==> src/source/axil_pkg.sv <==
package axil_pkg;

  // --------------------------------------------------------------------------
  // Bus widths
  // --------------------------------------------------------------------------
  localparam int addr_width = 16;
  localparam int data_width = 32;
  localparam int strb_width = data_width / 8;
  localparam int prot_width = 3;

  typedef enum logic [1:0] {
    resp_okay   = 2'b00,
    resp_exokay = 2'b01,
    resp_slverr = 2'b10,
    resp_decerr = 2'b11
  } axil_resp_e;

  // --------------------------------------------------------------------------
  // Channel payloads
  // --------------------------------------------------------------------------
  typedef struct packed {
    logic [addr_width-1:0] addr;
    logic [prot_width-1:0] prot;
  } axil_aw_t;

  typedef struct packed {
    logic [data_width-1:0] data;
    logic [strb_width-1:0] strb;
  } axil_w_t;

  typedef struct packed {
    axil_resp_e resp;
  } axil_b_t;

  typedef struct packed {
    logic [addr_width-1:0] addr;
    logic [prot_width-1:0] prot;
  } axil_ar_t;

  typedef struct packed {
    logic [data_width-1:0] data;
    axil_resp_e            resp;
  } axil_r_t;

endpackage
==> src/source/split_map_pkg.sv <==
package split_map_pkg;

  // Branch windows, both ends inclusive
  localparam int num_branch_ranges = 2;

  typedef struct packed {
    logic [axil_pkg::addr_width-1:0] start_addr;
    logic [axil_pkg::addr_width-1:0] end_addr;
  } addr_range_t;

  localparam addr_range_t branch_ranges [num_branch_ranges] = '{
    '{start_addr: 16'h1000, end_addr: 16'h10ff},
    '{start_addr: 16'h2000, end_addr: 16'h20ff}
  };

  // Target sizes in words
  localparam int trunk_words  = 256;
  localparam int branch_words = 64;

  // First address past the trunk memory
  localparam logic [axil_pkg::addr_width-1:0] trunk_limit = 16'h0400;

  // Transactions in flight per direction
  localparam int max_out_reads  = 2;
  localparam int max_out_writes = 2;
  localparam int cnt_width      = 2;

endpackage

==> src/source/axil_split.sv <==
`timescale 1ns/1ns

module axil_split (
  input  logic               clk,
  input  logic               rst,
  // Root target side
  input  axil_pkg::axil_aw_t root_aw,
  input  logic               root_aw_valid,
  output logic               root_aw_ready,
  input  axil_pkg::axil_w_t  root_w,
  input  logic               root_w_valid,
  output logic               root_w_ready,
  output axil_pkg::axil_b_t  root_b,
  output logic               root_b_valid,
  input  logic               root_b_ready,
  input  axil_pkg::axil_ar_t root_ar,
  input  logic               root_ar_valid,
  output logic               root_ar_ready,
  output axil_pkg::axil_r_t  root_r,
  output logic               root_r_valid,
  input  logic               root_r_ready,
  // Trunk initiator side
  output axil_pkg::axil_aw_t trunk_aw,
  output logic               trunk_aw_valid,
  input  logic               trunk_aw_ready,
  output axil_pkg::axil_w_t  trunk_w,
  output logic               trunk_w_valid,
  input  logic               trunk_w_ready,
  input  axil_pkg::axil_b_t  trunk_b,
  input  logic               trunk_b_valid,
  output logic               trunk_b_ready,
  output axil_pkg::axil_ar_t trunk_ar,
  output logic               trunk_ar_valid,
  input  logic               trunk_ar_ready,
  input  axil_pkg::axil_r_t  trunk_r,
  input  logic               trunk_r_valid,
  output logic               trunk_r_ready,
  // Branch initiator side
  output axil_pkg::axil_aw_t branch_aw,
  output logic               branch_aw_valid,
  input  logic               branch_aw_ready,
  output axil_pkg::axil_w_t  branch_w,
  output logic               branch_w_valid,
  input  logic               branch_w_ready,
  input  axil_pkg::axil_b_t  branch_b,
  input  logic               branch_b_valid,
  output logic               branch_b_ready,
  output axil_pkg::axil_ar_t branch_ar,
  output logic               branch_ar_valid,
  input  logic               branch_ar_ready,
  input  axil_pkg::axil_r_t  branch_r,
  input  logic               branch_r_valid,
  output logic               branch_r_ready
);

  import axil_pkg::*;
  import split_map_pkg::*;

  localparam int aw_fr_width = $bits(axil_aw_t) + 1;
  localparam int w_fr_width  = $bits(axil_w_t) + 1;
  localparam int r_bits      = $bits(axil_r_t);
  localparam int b_bits      = $bits(axil_b_t);

  logic     ar_is_branch;
  logic     aw_is_branch;
  logic     rd_empty;
  logic     rd_full;
  logic     wr_empty;
  logic     wr_full;
  logic     last_ar_branch;
  logic     last_aw_branch;
  logic     ar_fire;
  logic     r_fire;
  logic     write_accept;
  logic     b_fire;
  logic     aw_fr_ready;
  logic     w_fr_ready;
  logic     aw_pop_valid;
  logic     aw_pop_ready;
  logic     aw_pop_branch;
  logic     w_pop_valid;
  logic     w_pop_ready;
  logic     w_pop_branch;
  axil_aw_t aw_held;
  axil_w_t  w_held;

  function automatic logic in_branch(input logic [addr_width-1:0] addr);
    logic hit;
    hit = 1'b0;
    for (int i = 0; i < num_branch_ranges; i++) begin
      hit |= (addr >= branch_ranges[i].start_addr) && (addr <= branch_ranges[i].end_addr);
    end
    return hit;
  endfunction

  assign ar_is_branch = in_branch(root_ar.addr);
  assign aw_is_branch = in_branch(root_aw.addr);

  // --------------------------------------------------------------------------
  // Read address split
  // --------------------------------------------------------------------------
  // A side switch waits until every pending read has drained
  assign trunk_ar_valid  = root_ar_valid && !ar_is_branch && !rd_full &&
                           (rd_empty || !last_ar_branch);
  assign branch_ar_valid = root_ar_valid && ar_is_branch && !rd_full &&
                           (rd_empty || last_ar_branch);
  assign root_ar_ready   = (trunk_ar_valid && trunk_ar_ready) ||
                           (branch_ar_valid && branch_ar_ready);
  assign trunk_ar        = root_ar;
  assign branch_ar       = root_ar;

  assign ar_fire = root_ar_valid && root_ar_ready;
  assign r_fire  = root_r_valid && root_r_ready;

  outstanding_counter #(.limit(max_out_reads)) u_rd_count (
    .clk,
    .rst,
    .incr  (ar_fire),
    .decr  (r_fire),
    .empty (rd_empty),
    .full  (rd_full)
  );

  // --------------------------------------------------------------------------
  // Write pairing and split
  // --------------------------------------------------------------------------
  assign write_accept = root_aw_valid && root_w_valid && aw_fr_ready && w_fr_ready &&
                        !wr_full && (wr_empty || (last_aw_branch == aw_is_branch));
  assign root_aw_ready = write_accept;
  assign root_w_ready  = write_accept;
  assign b_fire        = root_b_valid && root_b_ready;

  outstanding_counter #(.limit(max_out_writes)) u_wr_count (
    .clk,
    .rst,
    .incr  (write_accept),
    .decr  (b_fire),
    .empty (wr_empty),
    .full  (wr_full)
  );

  // Side of the most recent accepted request per direction
  always_ff @(posedge clk) begin
    if (rst) begin
      last_ar_branch <= 1'b0;
      last_aw_branch <= 1'b0;
    end else begin
      if (ar_fire) begin
        last_ar_branch <= ar_is_branch;
      end
      if (write_accept) begin
        last_aw_branch <= aw_is_branch;
      end
    end
  end

  // Both stages carry the route bit with the payload
  flow_reg_both #(.width(aw_fr_width)) u_aw_flow (
    .clk,
    .rst,
    .push_valid (write_accept),
    .push_ready (aw_fr_ready),
    .push_data  ({root_aw, aw_is_branch}),
    .pop_valid  (aw_pop_valid),
    .pop_ready  (aw_pop_ready),
    .pop_data   ({aw_held, aw_pop_branch})
  );

  flow_reg_both #(.width(w_fr_width)) u_w_flow (
    .clk,
    .rst,
    .push_valid (write_accept),
    .push_ready (w_fr_ready),
    .push_data  ({root_w, aw_is_branch}),
    .pop_valid  (w_pop_valid),
    .pop_ready  (w_pop_ready),
    .pop_data   ({w_held, w_pop_branch})
  );

  assign trunk_aw_valid  = aw_pop_valid && !aw_pop_branch;
  assign branch_aw_valid = aw_pop_valid && aw_pop_branch;
  assign trunk_w_valid   = w_pop_valid && !w_pop_branch;
  assign branch_w_valid  = w_pop_valid && w_pop_branch;
  assign aw_pop_ready    = (trunk_aw_valid && trunk_aw_ready) ||
                           (branch_aw_valid && branch_aw_ready);
  assign w_pop_ready     = (trunk_w_valid && trunk_w_ready) ||
                           (branch_w_valid && branch_w_ready);
  assign trunk_aw        = aw_held;
  assign branch_aw       = aw_held;
  assign trunk_w         = w_held;
  assign branch_w        = w_held;

  // --------------------------------------------------------------------------
  // Response merge
  // --------------------------------------------------------------------------
  assign root_r_valid   = trunk_r_valid || branch_r_valid;
  assign root_r         = axil_r_t'(({r_bits{trunk_r_valid}} & trunk_r) |
                                    ({r_bits{branch_r_valid}} & branch_r));
  assign trunk_r_ready  = root_r_ready;
  assign branch_r_ready = root_r_ready;

  assign root_b_valid   = trunk_b_valid || branch_b_valid;
  assign root_b         = axil_b_t'(({b_bits{trunk_b_valid}} & trunk_b) |
                                    ({b_bits{branch_b_valid}} & branch_b));
  assign trunk_b_ready  = root_b_ready;
  assign branch_b_ready = root_b_ready;

endmodule

==> src/source/flow_reg_both.sv <==
`timescale 1ns/1ns

module flow_reg_both #(
  parameter int width = 8
) (
  input  logic             clk,
  input  logic             rst,
  input  logic             push_valid,
  output logic             push_ready,
  input  logic [width-1:0] push_data,
  output logic             pop_valid,
  input  logic             pop_ready,
  output logic [width-1:0] pop_data
);

  logic [width-1:0] entry [2];
  logic             wr_ptr;
  logic             rd_ptr;
  logic [1:0]       count;
  logic [1:0]       count_next;
  logic             push_fire;
  logic             pop_fire;

  assign push_fire = push_valid && push_ready;
  assign pop_fire  = pop_valid && pop_ready;

  always_comb begin
    count_next = count;
    if (push_fire && !pop_fire) begin
      count_next = count + 2'd1;
    end else if (pop_fire && !push_fire) begin
      count_next = count - 2'd1;
    end
  end

  // --------------------------------------------------------------------------
  // Pointers and registered handshake flags
  // --------------------------------------------------------------------------
  always_ff @(posedge clk) begin
    if (rst) begin
      count      <= '0;
      wr_ptr     <= 1'b0;
      rd_ptr     <= 1'b0;
      push_ready <= 1'b0;
      pop_valid  <= 1'b0;
    end else begin
      count      <= count_next;
      push_ready <= (count_next != 2'd2);
      pop_valid  <= (count_next != 2'd0);
      if (push_fire) begin
        wr_ptr <= ~wr_ptr;
      end
      if (pop_fire) begin
        rd_ptr <= ~rd_ptr;
      end
    end
  end

  // Two payload slots used as a tiny ring
  always_ff @(posedge clk) begin
    if (push_fire) begin
      entry[wr_ptr] <= push_data;
    end
  end

  assign pop_data = entry[rd_ptr];

endmodule

==> src/source/outstanding_counter.sv <==
`timescale 1ns/1ns

module outstanding_counter #(
  parameter int limit = split_map_pkg::max_out_reads
) (
  input  logic clk,
  input  logic rst,
  input  logic incr,
  input  logic decr,
  output logic empty,
  output logic full
);

  import split_map_pkg::*;

  localparam logic [cnt_width-1:0] limit_count = cnt_width'(limit);

  logic [cnt_width-1:0] count;

  // Holds at the limit and never drops below zero
  always_ff @(posedge clk) begin
    if (rst) begin
      count <= '0;
    end else if (incr && !decr && !full) begin
      count <= count + 1'b1;
    end else if (decr && !incr && !empty) begin
      count <= count - 1'b1;
    end
  end

  assign empty = (count == '0);
  assign full  = (count == limit_count);

endmodule

==> config.mk <==
export PLATFORM = sky130hd
export DESIGN_NAME = axil_split
export DESIGN_NICKNAME = d
export VERILOG_FILES = /design/src/source/axil_pkg.sv /design/src/source/split_map_pkg.sv /design/src/source/axil_split.sv /design/src/source/flow_reg_both.sv /design/src/source/outstanding_counter.sv
export SDC_FILE = /design/constraint.sdc
export NUM_CORES = 1
export LEC_CHECK = 0
export BUFFER_PORTS_ARGS = -buffer_cell sky130_fd_sc_hd__buf_2
export CAP_MARGIN = 30
export CORE_AREA = 2 2 141 143
export DETAILED_ROUTE_END_ITERATION = 8
export DIE_AREA = 0 0 143 145
export HOLD_SLACK_MARGIN = 0.03
export PLACE_DENSITY = 0.73
export RECOVER_POWER = 25
export SYNTH_ARGS = -nofsm -noshare
export SYNTH_HDL_FRONTEND = slang
export SYNTH_SLANG_ARGS = --single-unit
==> constraint.sdc <==
create_clock -name clk -period 5.4 [get_ports clk]
set_clock_uncertainty 0.2 [all_clocks]
set_input_delay 0.27 -clock clk [delete_from_list [all_inputs] [get_ports clk]]
set_output_delay 0.27 -clock clk [all_outputs]
set_load 0.02 [all_outputs]
== Word level (Yosys, flattened, before mapping) ==
Memories as Yosys holds them, arrays and structs flattened. A register that Yosys moved wholly into a read port is not among the register bits.
Cells that the tools add are included.
Storage, ports and cells
  register bits: 18
  RAM bits: 114
  bits of input ports: 163
  output and inout port bits: 199
  memories: 2
Operators by class
  $add $sub $neg: 8
  magnitude comparators: 8
  equality and inequality tests: 5
  muxes and demuxes: 16
  bitwise operators: 12
  reduce and logical (&&, ||, !) cells: 74
Memory list
  u_w_flow.entry: depth 2, bits a word 37, rd ports 1, clocked after Yosys merged registers in 1, wr ports 1, RTL line flow_reg_both.sv:16  | logic [width-1:0] entry [2];
  u_aw_flow.entry: depth 2, bits a word 20, rd ports 1, clocked after Yosys merged registers in 1, wr ports 1, RTL line flow_reg_both.sv:16
Operators with widths (number)
  34-bit AND: 2
  1-bit logical AND: 44
  34-bit bitwise OR: 1
  16-bit by 13-bit >= comparator with 1-bit output, second input constant: 2
  16-bit by 14-bit >= comparator with 1-bit output, second input constant: 2
  16-bit by 13-bit <= comparator with 1-bit output, second input constant: 2
  16-bit by 14-bit <= comparator with 1-bit output, second input constant: 2
  1-bit zero test: 16
  2-bit 2-to-1 mux: 8
  2-bit by 1-bit adder with 2-bit output, second input constant: 4
  1-bit logical OR: 8
  1-bit 2-to-1 mux: 8
  2-bit nonzero test: 4
  2-bit by 1-bit subtractor with 2-bit output, second input constant: 4
  2-bit AND: 2
  2-bit equality test, second input constant: 2
  2-bit zero test: 2
  2-bit != test, second input constant: 2
  1-bit inverter: 4
  1-bit bitwise OR: 2
  2-bit bitwise OR: 1
  1-bit equality test: 1

== Longest topological paths before layout ==
Gate-level depths: netlist of run 1.
  word-level depth: 15
  depth in mapped cells: 8
  mapped depth without buffers: 7

== Modules after synthesis ==
A second synthesis of run 1 with hierarchy kept.
Unflattened totals
  cell total of the unflattened synthesis: 457
  area total of the unflattened synthesis: 6446.2 µm²
Modules (own cells, without submodules)
  flow_reg_both at u_w_flow: times used 1, cells each 146, area each 3000.4 µm², sequential area each 2362.3 µm²
  flow_reg_both at u_aw_flow: times used 1, cells each 95, area each 1779.2 µm², sequential area each 1341.3 µm²
  axil_split: times used 1, cells each 186, area each 1421.4 µm², sequential area each 40.0 µm²
  outstanding_counter: times used 2, cells each 15, area each 122.6 µm², sequential area each 40.0 µm²

== Worst setup path before layout of run 1 ==
No wires, ideal clock.
  path kind: reg2reg
  from: register u_wr_count.count[0]
  to: memory u_w_flow.entry[0][0] (netlist bit) (enable)
  setup time: 0.432 ns
  arrival time: 2.874 ns
  path slack: 1.894 ns
  cell stages (with the launch flop): 6
  buffers on the path: 1
  cell sequence: dfxtp_1 -> nor2b_1 -> and4_2 -> or4_4 -> buf_6 -> nor2_1
Between the ends
  longest elaborated chain between the ends: 7
RTL lines
  start: declaration: RTL line outstanding_counter.sv:18  | logic [cnt_width-1:0] count;
  start signal: assignment: RTL line outstanding_counter.sv:25  | count <= count + 1'b1;
  start signal: assignment: RTL line outstanding_counter.sv:27  | count <= count - 1'b1;
  2-bit equality test: RTL line outstanding_counter.sv:32  | assign full = (count == limit_count);
  1-bit zero test: RTL line axil_split.sv:128  | !wr_full && (wr_empty || (last_aw_branch == aw_is_branch));
  1-bit logical AND: RTL line axil_split.sv:127  | assign write_accept = root_aw_valid && root_w_valid && aw_fr_ready && w_fr_ready &&
  1-bit logical AND (*): RTL line axil_split.sv:128
  1-bit logical AND (*): RTL line flow_reg_both.sv:24  | assign push_fire = push_valid && push_ready;
  1-bit 2-to-1 mux (*): RTL line flow_reg_both.sv:61  | if (push_fire) begin
  1-bit 2-to-1 mux (implied by the code) (*): RTL line flow_reg_both.sv:62  | entry[wr_ptr] <= push_data;
  end: declaration: RTL line flow_reg_both.sv:16
Mark *: on every way between the ends. The rest lies on a longest branch, timed or not.

== Worst setup path in the final report of run 1 ==
  from: input root_aw[17] (netlist bit)
  to: memory u_w_flow.entry[1][26] (netlist bit) (enable)
Between the ends
  longest elaborated chain between the ends: 9
RTL lines
  start: declaration: RTL line axil_split.sv:7  | input axil_pkg::axil_aw_t root_aw,
  16-bit by 13-bit >= comparator with 1-bit output, or another cell as far along: RTL line axil_split.sv:91  | hit |= (addr >= branch_ranges[i].start_addr) && (addr <= branch_ranges[i].end_addr);
  1-bit logical AND: RTL line axil_split.sv:91
  1-bit bitwise OR (*): RTL line axil_split.sv:91
  1-bit equality test (*): RTL line axil_split.sv:128
  1-bit logical OR (*): RTL line axil_split.sv:128
  1-bit logical AND (*): RTL line axil_split.sv:128
  1-bit logical AND (*): RTL line flow_reg_both.sv:24
  1-bit 2-to-1 mux (*): RTL line flow_reg_both.sv:61
  1-bit 2-to-1 mux (implied by the code) (*): RTL line flow_reg_both.sv:62
Marks and branches as above.

==> flow_metrics.env, run 1 <==
export IMPL_end_kind="flip-flop"
export IMPL_rr_worst_depth=5
export IMPL_grt_max_degree=38
export IMPL_dp_hpwl_um=13700
export IMPL_drt_iter0_drc=159
export IMPL_synth_edf_count=114
export IMPL_p_leak_uw=0.00351
export IMPL_critical_path_class="in2reg"
export IMPL_grt_use_met1=0.167
export IMPL_post_route_min_period_ps=3380
export IMPL_ios=362
export IMPL_whs_endpoint="last_ar_branch"
export IMPL_grt_pass1_wl_um=26000
export IMPL_worstReg2RegEnd="u_w_flow.entry[1][26]"
export IMPL_gp_congestion=0.829
export IMPL_rsz0062_at_grt="false"
export IMPL_slew_viol_final=0
export IMPL_drt_wl_total_um=18400
export IMPL_power_density_nw_per_um2=314
export IMPL_finalCritPeriodShare=0.626
export IMPL_reg2reg_slack_ps=2300
export IMPL_yosysWarnings=0
export IMPL_synth_most_common_cell="edfxtp_1"
export IMPL_yosys_area_top_type="edfxtp_1"
export IMPL_hold_start="trunk_ar_ready"
export IMPL_cts_sinks=134
export IMPL_clkTransAtPathRegs_ps=60
export IMPL_core_um2=19200
export IMPL_setup_slack_ps=2020
export IMPL_syn2layout_area_growth_pct=35.7
export IMPL_synthArstFlopShare=0
export IMPL_use_met2=0.313
export IMPL_cts_buffers=17
export IMPL_reg2reg_from="u_wr_count.count[0]"
export IMPL_ys_seq_area_frac=0.605
export IMPL_fmax_ghz=0.296
export IMPL_cts_buffer_depth=2
export IMPL_synthFlopType="edfxtp_1"
export IMPL_worstSkewPairLatency_ps=410
export IMPL_post_cts_resized=0
export IMPL_status="completed"
export IMPL_hold_depth=3
export IMPL_hold_viol=0
export IMPL_tightest_slew_ps=936
export IMPL_antenna_left=0
export IMPL_cp_max_fo=37
export IMPL_numPortBuffers=328
export IMPL_post_dp_cell_area_um2=7500
export IMPL_fillers=1725
export IMPL_cts_tree="yes"
export IMPL_cts_root_buf="clkbuf_16"
export IMPL_vias_per_cell=4.56
export IMPL_start_util=0.329
export IMPL_top_usage_layer="met2"
export IMPL_setup_tns_final_ps=0
export IMPL_dr_pass1_iters=4
export IMPL_cts_max_level=4
export IMPL_drive_above_1_share=0.518
export IMPL_wl_per_cell_um=17.9
export IMPL_pre_cts_ws_ps=2120
export IMPL_stdcell_count=1027
export IMPL_hold_path_class="in2reg"
export IMPL_die_h_um=145
export IMPL_grt_ovfl_total=0
export IMPL_stdcell_area_um2=8570
export IMPL_grt_usage=0.170
export IMPL_relSlewSlack=0.376
export IMPL_via_count=4684
export IMPL_netlist_instances=462
export IMPL_synth_common_cells="edfxtp_1 (114), buf_4 (99), mux2_2 (55), a22o_1 (36)"
export IMPL_antenna_found_initial=4
export IMPL_yosysTopAreaCellShare=0.542
export IMPL_grt_pass1_vias=4492
export IMPL_drc=0
export IMPL_required_ps=5230
export IMPL_crit_arrival_ps=3210
export IMPL_setup_viol=0
export IMPL_yosys_top_cells_area="edfxtp_1 (54%), buf_4 (12%), mux2_2 (9.8%)"
export IMPL_rows=51
export IMPL_critPathLaunchType="primary input"
export IMPL_synth_nets=625
export IMPL_syn_cell_area_um2=6320
export IMPL_use_met3=0.0558
export IMPL_netlist_cell_type_count=40
export IMPL_ir_worst_vdd_v=0.000131
export IMPL_ys_ff_latch=134
export IMPL_dieArea_um2=20700
export IMPL_post_route_util=0.446
export IMPL_die_w_um=143
export IMPL_syn_avg_cell_area_um2=13.7
export IMPL_final_nets=909
export IMPL_drv_cap=0
export IMPL_dp_cells=937
==> worst max-delay path by stage <==
stage	slack (ps)	depth (start not counted)	startpoint	endpoint
after CTS	1990	7	root_aw[17]	u_w_flow.entry[1][16]
after global routing	1890	7	root_aw[17]	u_w_flow.entry[1][22]
after detailed placement	2120	6	root_aw[17]	u_w_flow.entry[1][23]
final	2020	7	root_aw[17]	u_w_flow.entry[1][26]
after global placement	2170	6	root_aw[17]	u_w_flow.entry[1][29]
after floorplan	1890	5	u_wr_count.count[0]	u_w_flow.entry[0][0]
==> through the flow <==
stage / power [uW] / hold slack, ps
floorplan: 1510 / 169
global placement: 1620 / 258
detailed placement: 1630 / 262
CTS: 2720 / 32.5
global route: 2800 / 62.6
finish: 2690 / 52.1
==> critical path, stage by stage <==
cell,delay (ps)
dlygate4sd3_1,530
buf_2,150
nor4_4,320
a21oi_1,110
or4_4,630
inv_1,340
and2_2,820
==> area by class of cell <==
cell class	instances	area, um^2	area share
diodes	4	10.0	0.00117
clock buffers	17	425	0.0496
clock inverters	14	126	0.0147
inverters	7	26.3	0.00306
multi-input cells	201	1650	0.192
flip-flops and latches	134	3820	0.446
well taps	265	332	0.0387
repair buffers	385	2180	0.254
==> state kept, by name (all words and copies together), names as in the netlist, named ones only <==
name                  count
u_aw_flow.count           2
u_rd_count.count          2
u_wr_count.count          2
u_aw_flow.entry          40
last_ar_branch            1
u_w_flow.pop_valid        1
u_w_flow.count            2
u_aw_flow.pop_valid       1
u_w_flow.rd_ptr           1
u_aw_flow.rd_ptr          1
u_w_flow.push_ready       1
u_w_flow.wr_ptr           1
u_aw_flow.push_ready      1
last_aw_branch            1
u_w_flow.entry           74
u_aw_flow.wr_ptr          1
==> power breakdown <==
group,total (uW),switching [uW],internal [uW]
Combinational,458,263,195
Sequential,1180,28.4,1150
Clock,1060,426,632
==> placed cells by master, fill, tap and decap left out, types with 7 or more instances in the layout <==
cell             n
inv_1            7
clkbuf_16       17
buf_2          296
clkbuf_1        31
mux2_2          55
edfxtp_1       114
nand3_1         10
dfxtp_1         19
nor2_1          18
dlygate4sd3_1   55
xnor2_1          7
a22o_1          36
==> cell families after synthesis <==
kind of cell,Yosys count,synth area share
flip-flops,134,0.605
AO/OA/AOI/OAI,62,0.0776
multiplexers,60,0.106
AND/OR/NAND/NOR,68,0.0608
buffers and inverters,127,0.135
XOR/XNOR,11,0.0152
==> routing by layer <==
| metal | vias to the layer above | wire (um) |
|---|---|---|
| met3 | 23 | 1230 |
| met1 | 2246 | 6650 |
| li1 | 2187 | - |
| met2 | 228 | 9800 |
| met4 | 0 | 674 |
| met5 | - | 0 |
==> repair_timing <==
item                      in CTS  in global routing
hold endpoints to repair     110                  0
buffers inserted               0                  0
hold buffers                  55                  0
Power figures use the tool's default switching activity.
==> inputs of run 2 (changes only) <==
ABC_AREA = 1   (was default)
CORE_AREA = 2 2 142 144   (was 2 2 141 143)
DIE_AREA = 0 0 144 146   (was 0 0 143 145)
PLACE_DENSITY = 0.72   (was 0.73)
clock period = 3.16 ns   (was 5.4 ns; I/O delays follow)
==> run 2 against run 1 <==
- sequential power is 78% higher
- clock power is 100% higher
- register-to-register slack worse by 2000 ps
- flip-flop and latch count unchanged
- final cell count increased by 16%
- synthesized cell count is 31% higher
- combinational power grew to 3.8 times the previous value
- total power up 120%
- first-iteration DRC count up 48%
- area after synthesis is 0.22% lower
- setup slack got worse by 1700 ps
- utilization grew 0.83 points
==> flow_metrics.env, run 2 <==
export IMPL_status="completed"
export IMPL_cp_max_fo=20
export IMPL_worstSkewPairLatency_ps=410
export IMPL_ios=362
export IMPL_synth_most_common_cell="nand2_1"
export IMPL_gp_congestion=0.845
export IMPL_grt_pass1_vias=5184
export IMPL_ys_seq_area_frac=0.606
export IMPL_cts_buffer_depth=2
export IMPL_drive_above_1_share=0.374
export IMPL_yosysWarnings=0
export IMPL_drc=0
export IMPL_die_w_um=144
export IMPL_hold_viol=0
export IMPL_slowest_stage="dlygate4sd3_1"
export IMPL_grt_max_degree=39
export IMPL_cts_root_buf="clkbuf_16"
export IMPL_synthFlopType="edfxtp_1"
export IMPL_post_route_min_period_ps=2840
export IMPL_critPathLaunchType="flip-flop"
export IMPL_antenna_found_initial=5
export IMPL_netlist_instances=607
export IMPL_critical_path_max_stage_delay_ps=590
export IMPL_tightest_slew_ps=578
export IMPL_final_cell_mix="buf_2 (283), nand2_1 (209), edfxtp_1 (114), dlygate4sd3_1 (67), clkbuf_1 (48)"
export IMPL_vias_per_cell=4.39
export IMPL_top_register="u_w_flow.entry"
export IMPL_end_kind="flip-flop"
export IMPL_postCtsSetupRepairBufs=0
export IMPL_crit_arrival_ps=2940
export IMPL_start_util=0.326
export IMPL_syn_cell_area_um2=6310
export IMPL_rows=51
export IMPL_ir_worst_vdd_v=0.000290
export IMPL_antenna_left=0
export IMPL_drt_wl_total_um=18300
export IMPL_slew_viol_final=0
export IMPL_yosys_top_cells_area="edfxtp_1 (54%), nand2_1 (12%), buf_4 (12%)"
export IMPL_grt_usage=0.173
export IMPL_ys_ff_latch=134
export IMPL_syn2layout_area_growth_pct=39.4
export IMPL_stdcell_area_um2=8790
export IMPL_hold_path_class="in2reg"
export IMPL_required_ps=3260
export IMPL_post_dp_cell_area_um2=7520
export IMPL_top_regs="u_w_flow.entry x74, u_aw_flow.entry x40"
export IMPL_cts_buffers=17
export IMPL_rsz0062_at_grt="false"
export IMPL_clkTransAtPathRegs_ps=50
export IMPL_dp_hpwl_um=13400
export IMPL_synth_common_cells="nand2_1 (209), edfxtp_1 (114), buf_4 (98), a22o_1 (36), inv_1 (22)"
export IMPL_via_count=5230
export IMPL_hold_start="root_r_ready"
export IMPL_final_nets=1072
export IMPL_netlist_cell_type_count=28
export IMPL_finalCritPeriodShare=0.899
export IMPL_yosysTopAreaCellShare=0.543
export IMPL_fmax_ghz=0.352
export IMPL_critical_path_class="reg2reg"
export IMPL_synth_edf_count=114
export IMPL_dr_pass1_iters=4
export IMPL_cts_tree="yes"
export IMPL_post_cts_resized=0
export IMPL_setup_tns_final_ps=0
export IMPL_rr_worst_depth=9
export IMPL_drt_iter0_drc=236
export IMPL_wl_per_cell_um=15.4
export IMPL_hold_depth=7
export IMPL_grt_pass1_wl_um=27400
export IMPL_relSlewSlack=0.615
export IMPL_synth_nets=770
export IMPL_final_common_cell="buf_2"
export IMPL_power_density_nw_per_um2=682
export IMPL_whs_endpoint="u_rd_count.count[0]"
export IMPL_path_cells="buf_4 > inv_2 > nand2_1 > a21oi_1 > nand2_1 > nand2_2 > dlygate4sd3_1 > a21oi_1 > dlygate4sd3_1"
export IMPL_dieArea_um2=21000
export IMPL_stdcell_count=1190
export IMPL_core_um2=19300
export IMPL_yosys_area_top_type="edfxtp_1"
export IMPL_setup_viol=0
export IMPL_reg2reg_slack_ps=320
export IMPL_largest_reg_flops=74
export IMPL_cts_max_level=4
export IMPL_numPortBuffers=328
export IMPL_drv_cap=0
export IMPL_syn_avg_cell_area_um2=10.4
export IMPL_p_leak_uw=0.00403
export IMPL_dp_cells=1088
export IMPL_grt_ovfl_total=0
export IMPL_synthArstFlopShare=0
export IMPL_cts_sinks=134
export IMPL_die_h_um=146
[run 2: cell count changes after synthesis, moves of 5 or more]
cell / change
nand2_1: +203
nand2_2: +8
a21oi_1: +6
nand3_1: +8
mux2i_1: -5
xnor2_1: -7
mux2_2: -55
inv_1: +15
clkbuf_1: -8
[run 2: area by class of cell]
cell class | count | area [um^2]
antenna | 3 | 7.51
clock buffer | 23 | 478
clock inverter | 9 | 173
fill | 1815 | 10500
inverter | 26 | 97.6
multi-input combinational | 328 | 1570
sequential | 134 | 3820
tap | 265 | 332
timing repair buffer | 402 | 2310
[run 2: worst max path at each step]
stage | to | slack (ps) | cells past startpoint
final | flip-flop | 320 | 9
after global routing | flip-flop | 160 | 9
after CTS | flip-flop | 350 | 9
after detailed placement | u_w_flow.entry[1][16] | 1040 | 8
after global placement | u_w_flow.entry[1][21] | 1050 | 9
after floorplan | u_w_flow.entry[1][0] | 40 | 5
[run 2: timing repair]
action | in CTS | in global routing
hold buffers | 67 | 0
hold endpoints to repair | 119 | 0
endpoints found under the setup margin | 0 | 0
[run 2: metrics by stage]
step	setup slack [ps]	hold slack (ps)	power [uW]	util
6_report	319	51.3	5990	0.455
5_1_grt	159	95.6	6290	0.455
4_1_cts	350	34.3	6050	0.457
3_5_place_dp	1040	116	3820	0.389
3_3_place_gp	1050	116	3800	0.389
2_1_floorplan	38.4	27.1	3450	-
[run 2: worst max-delay path, delay by kind of cell (launching register included)]
family / cells / cell delay [ps]
buffers and inverters: 4 / 1640
AOI/OAI and AO/OA: 2 / 240
and+or+nand+nor: 3 / 330
DFF: 1 / 300
[run 2: power breakdown]
part	internal [uW]	switching, uW	total [uW]
Clock	1460	679	2140
Sequential	2050	46.4	2100
Combinational	570	1190	1760
[run 2: cell families after synthesis]
family                 Yosys count  share of synthesized area
AND/OR/NAND/NOR                273                      0.180
AO/OA/AOI/OAI                   55                     0.0661
buffers and inverters          145                      0.148
flip-flops                     134                      0.606
[run 2: per-layer routing]
layer / vias to the layer above / routed length, um / global-route usage
li1: 2549 / - / -
met5: - / 0 / 0
met2: 262 / 9650 / 0.311
met1: 2366 / 6870 / 0.187
met4: 0 / 597 / 0.0833
met3: 53 / 1220 / 0.0457
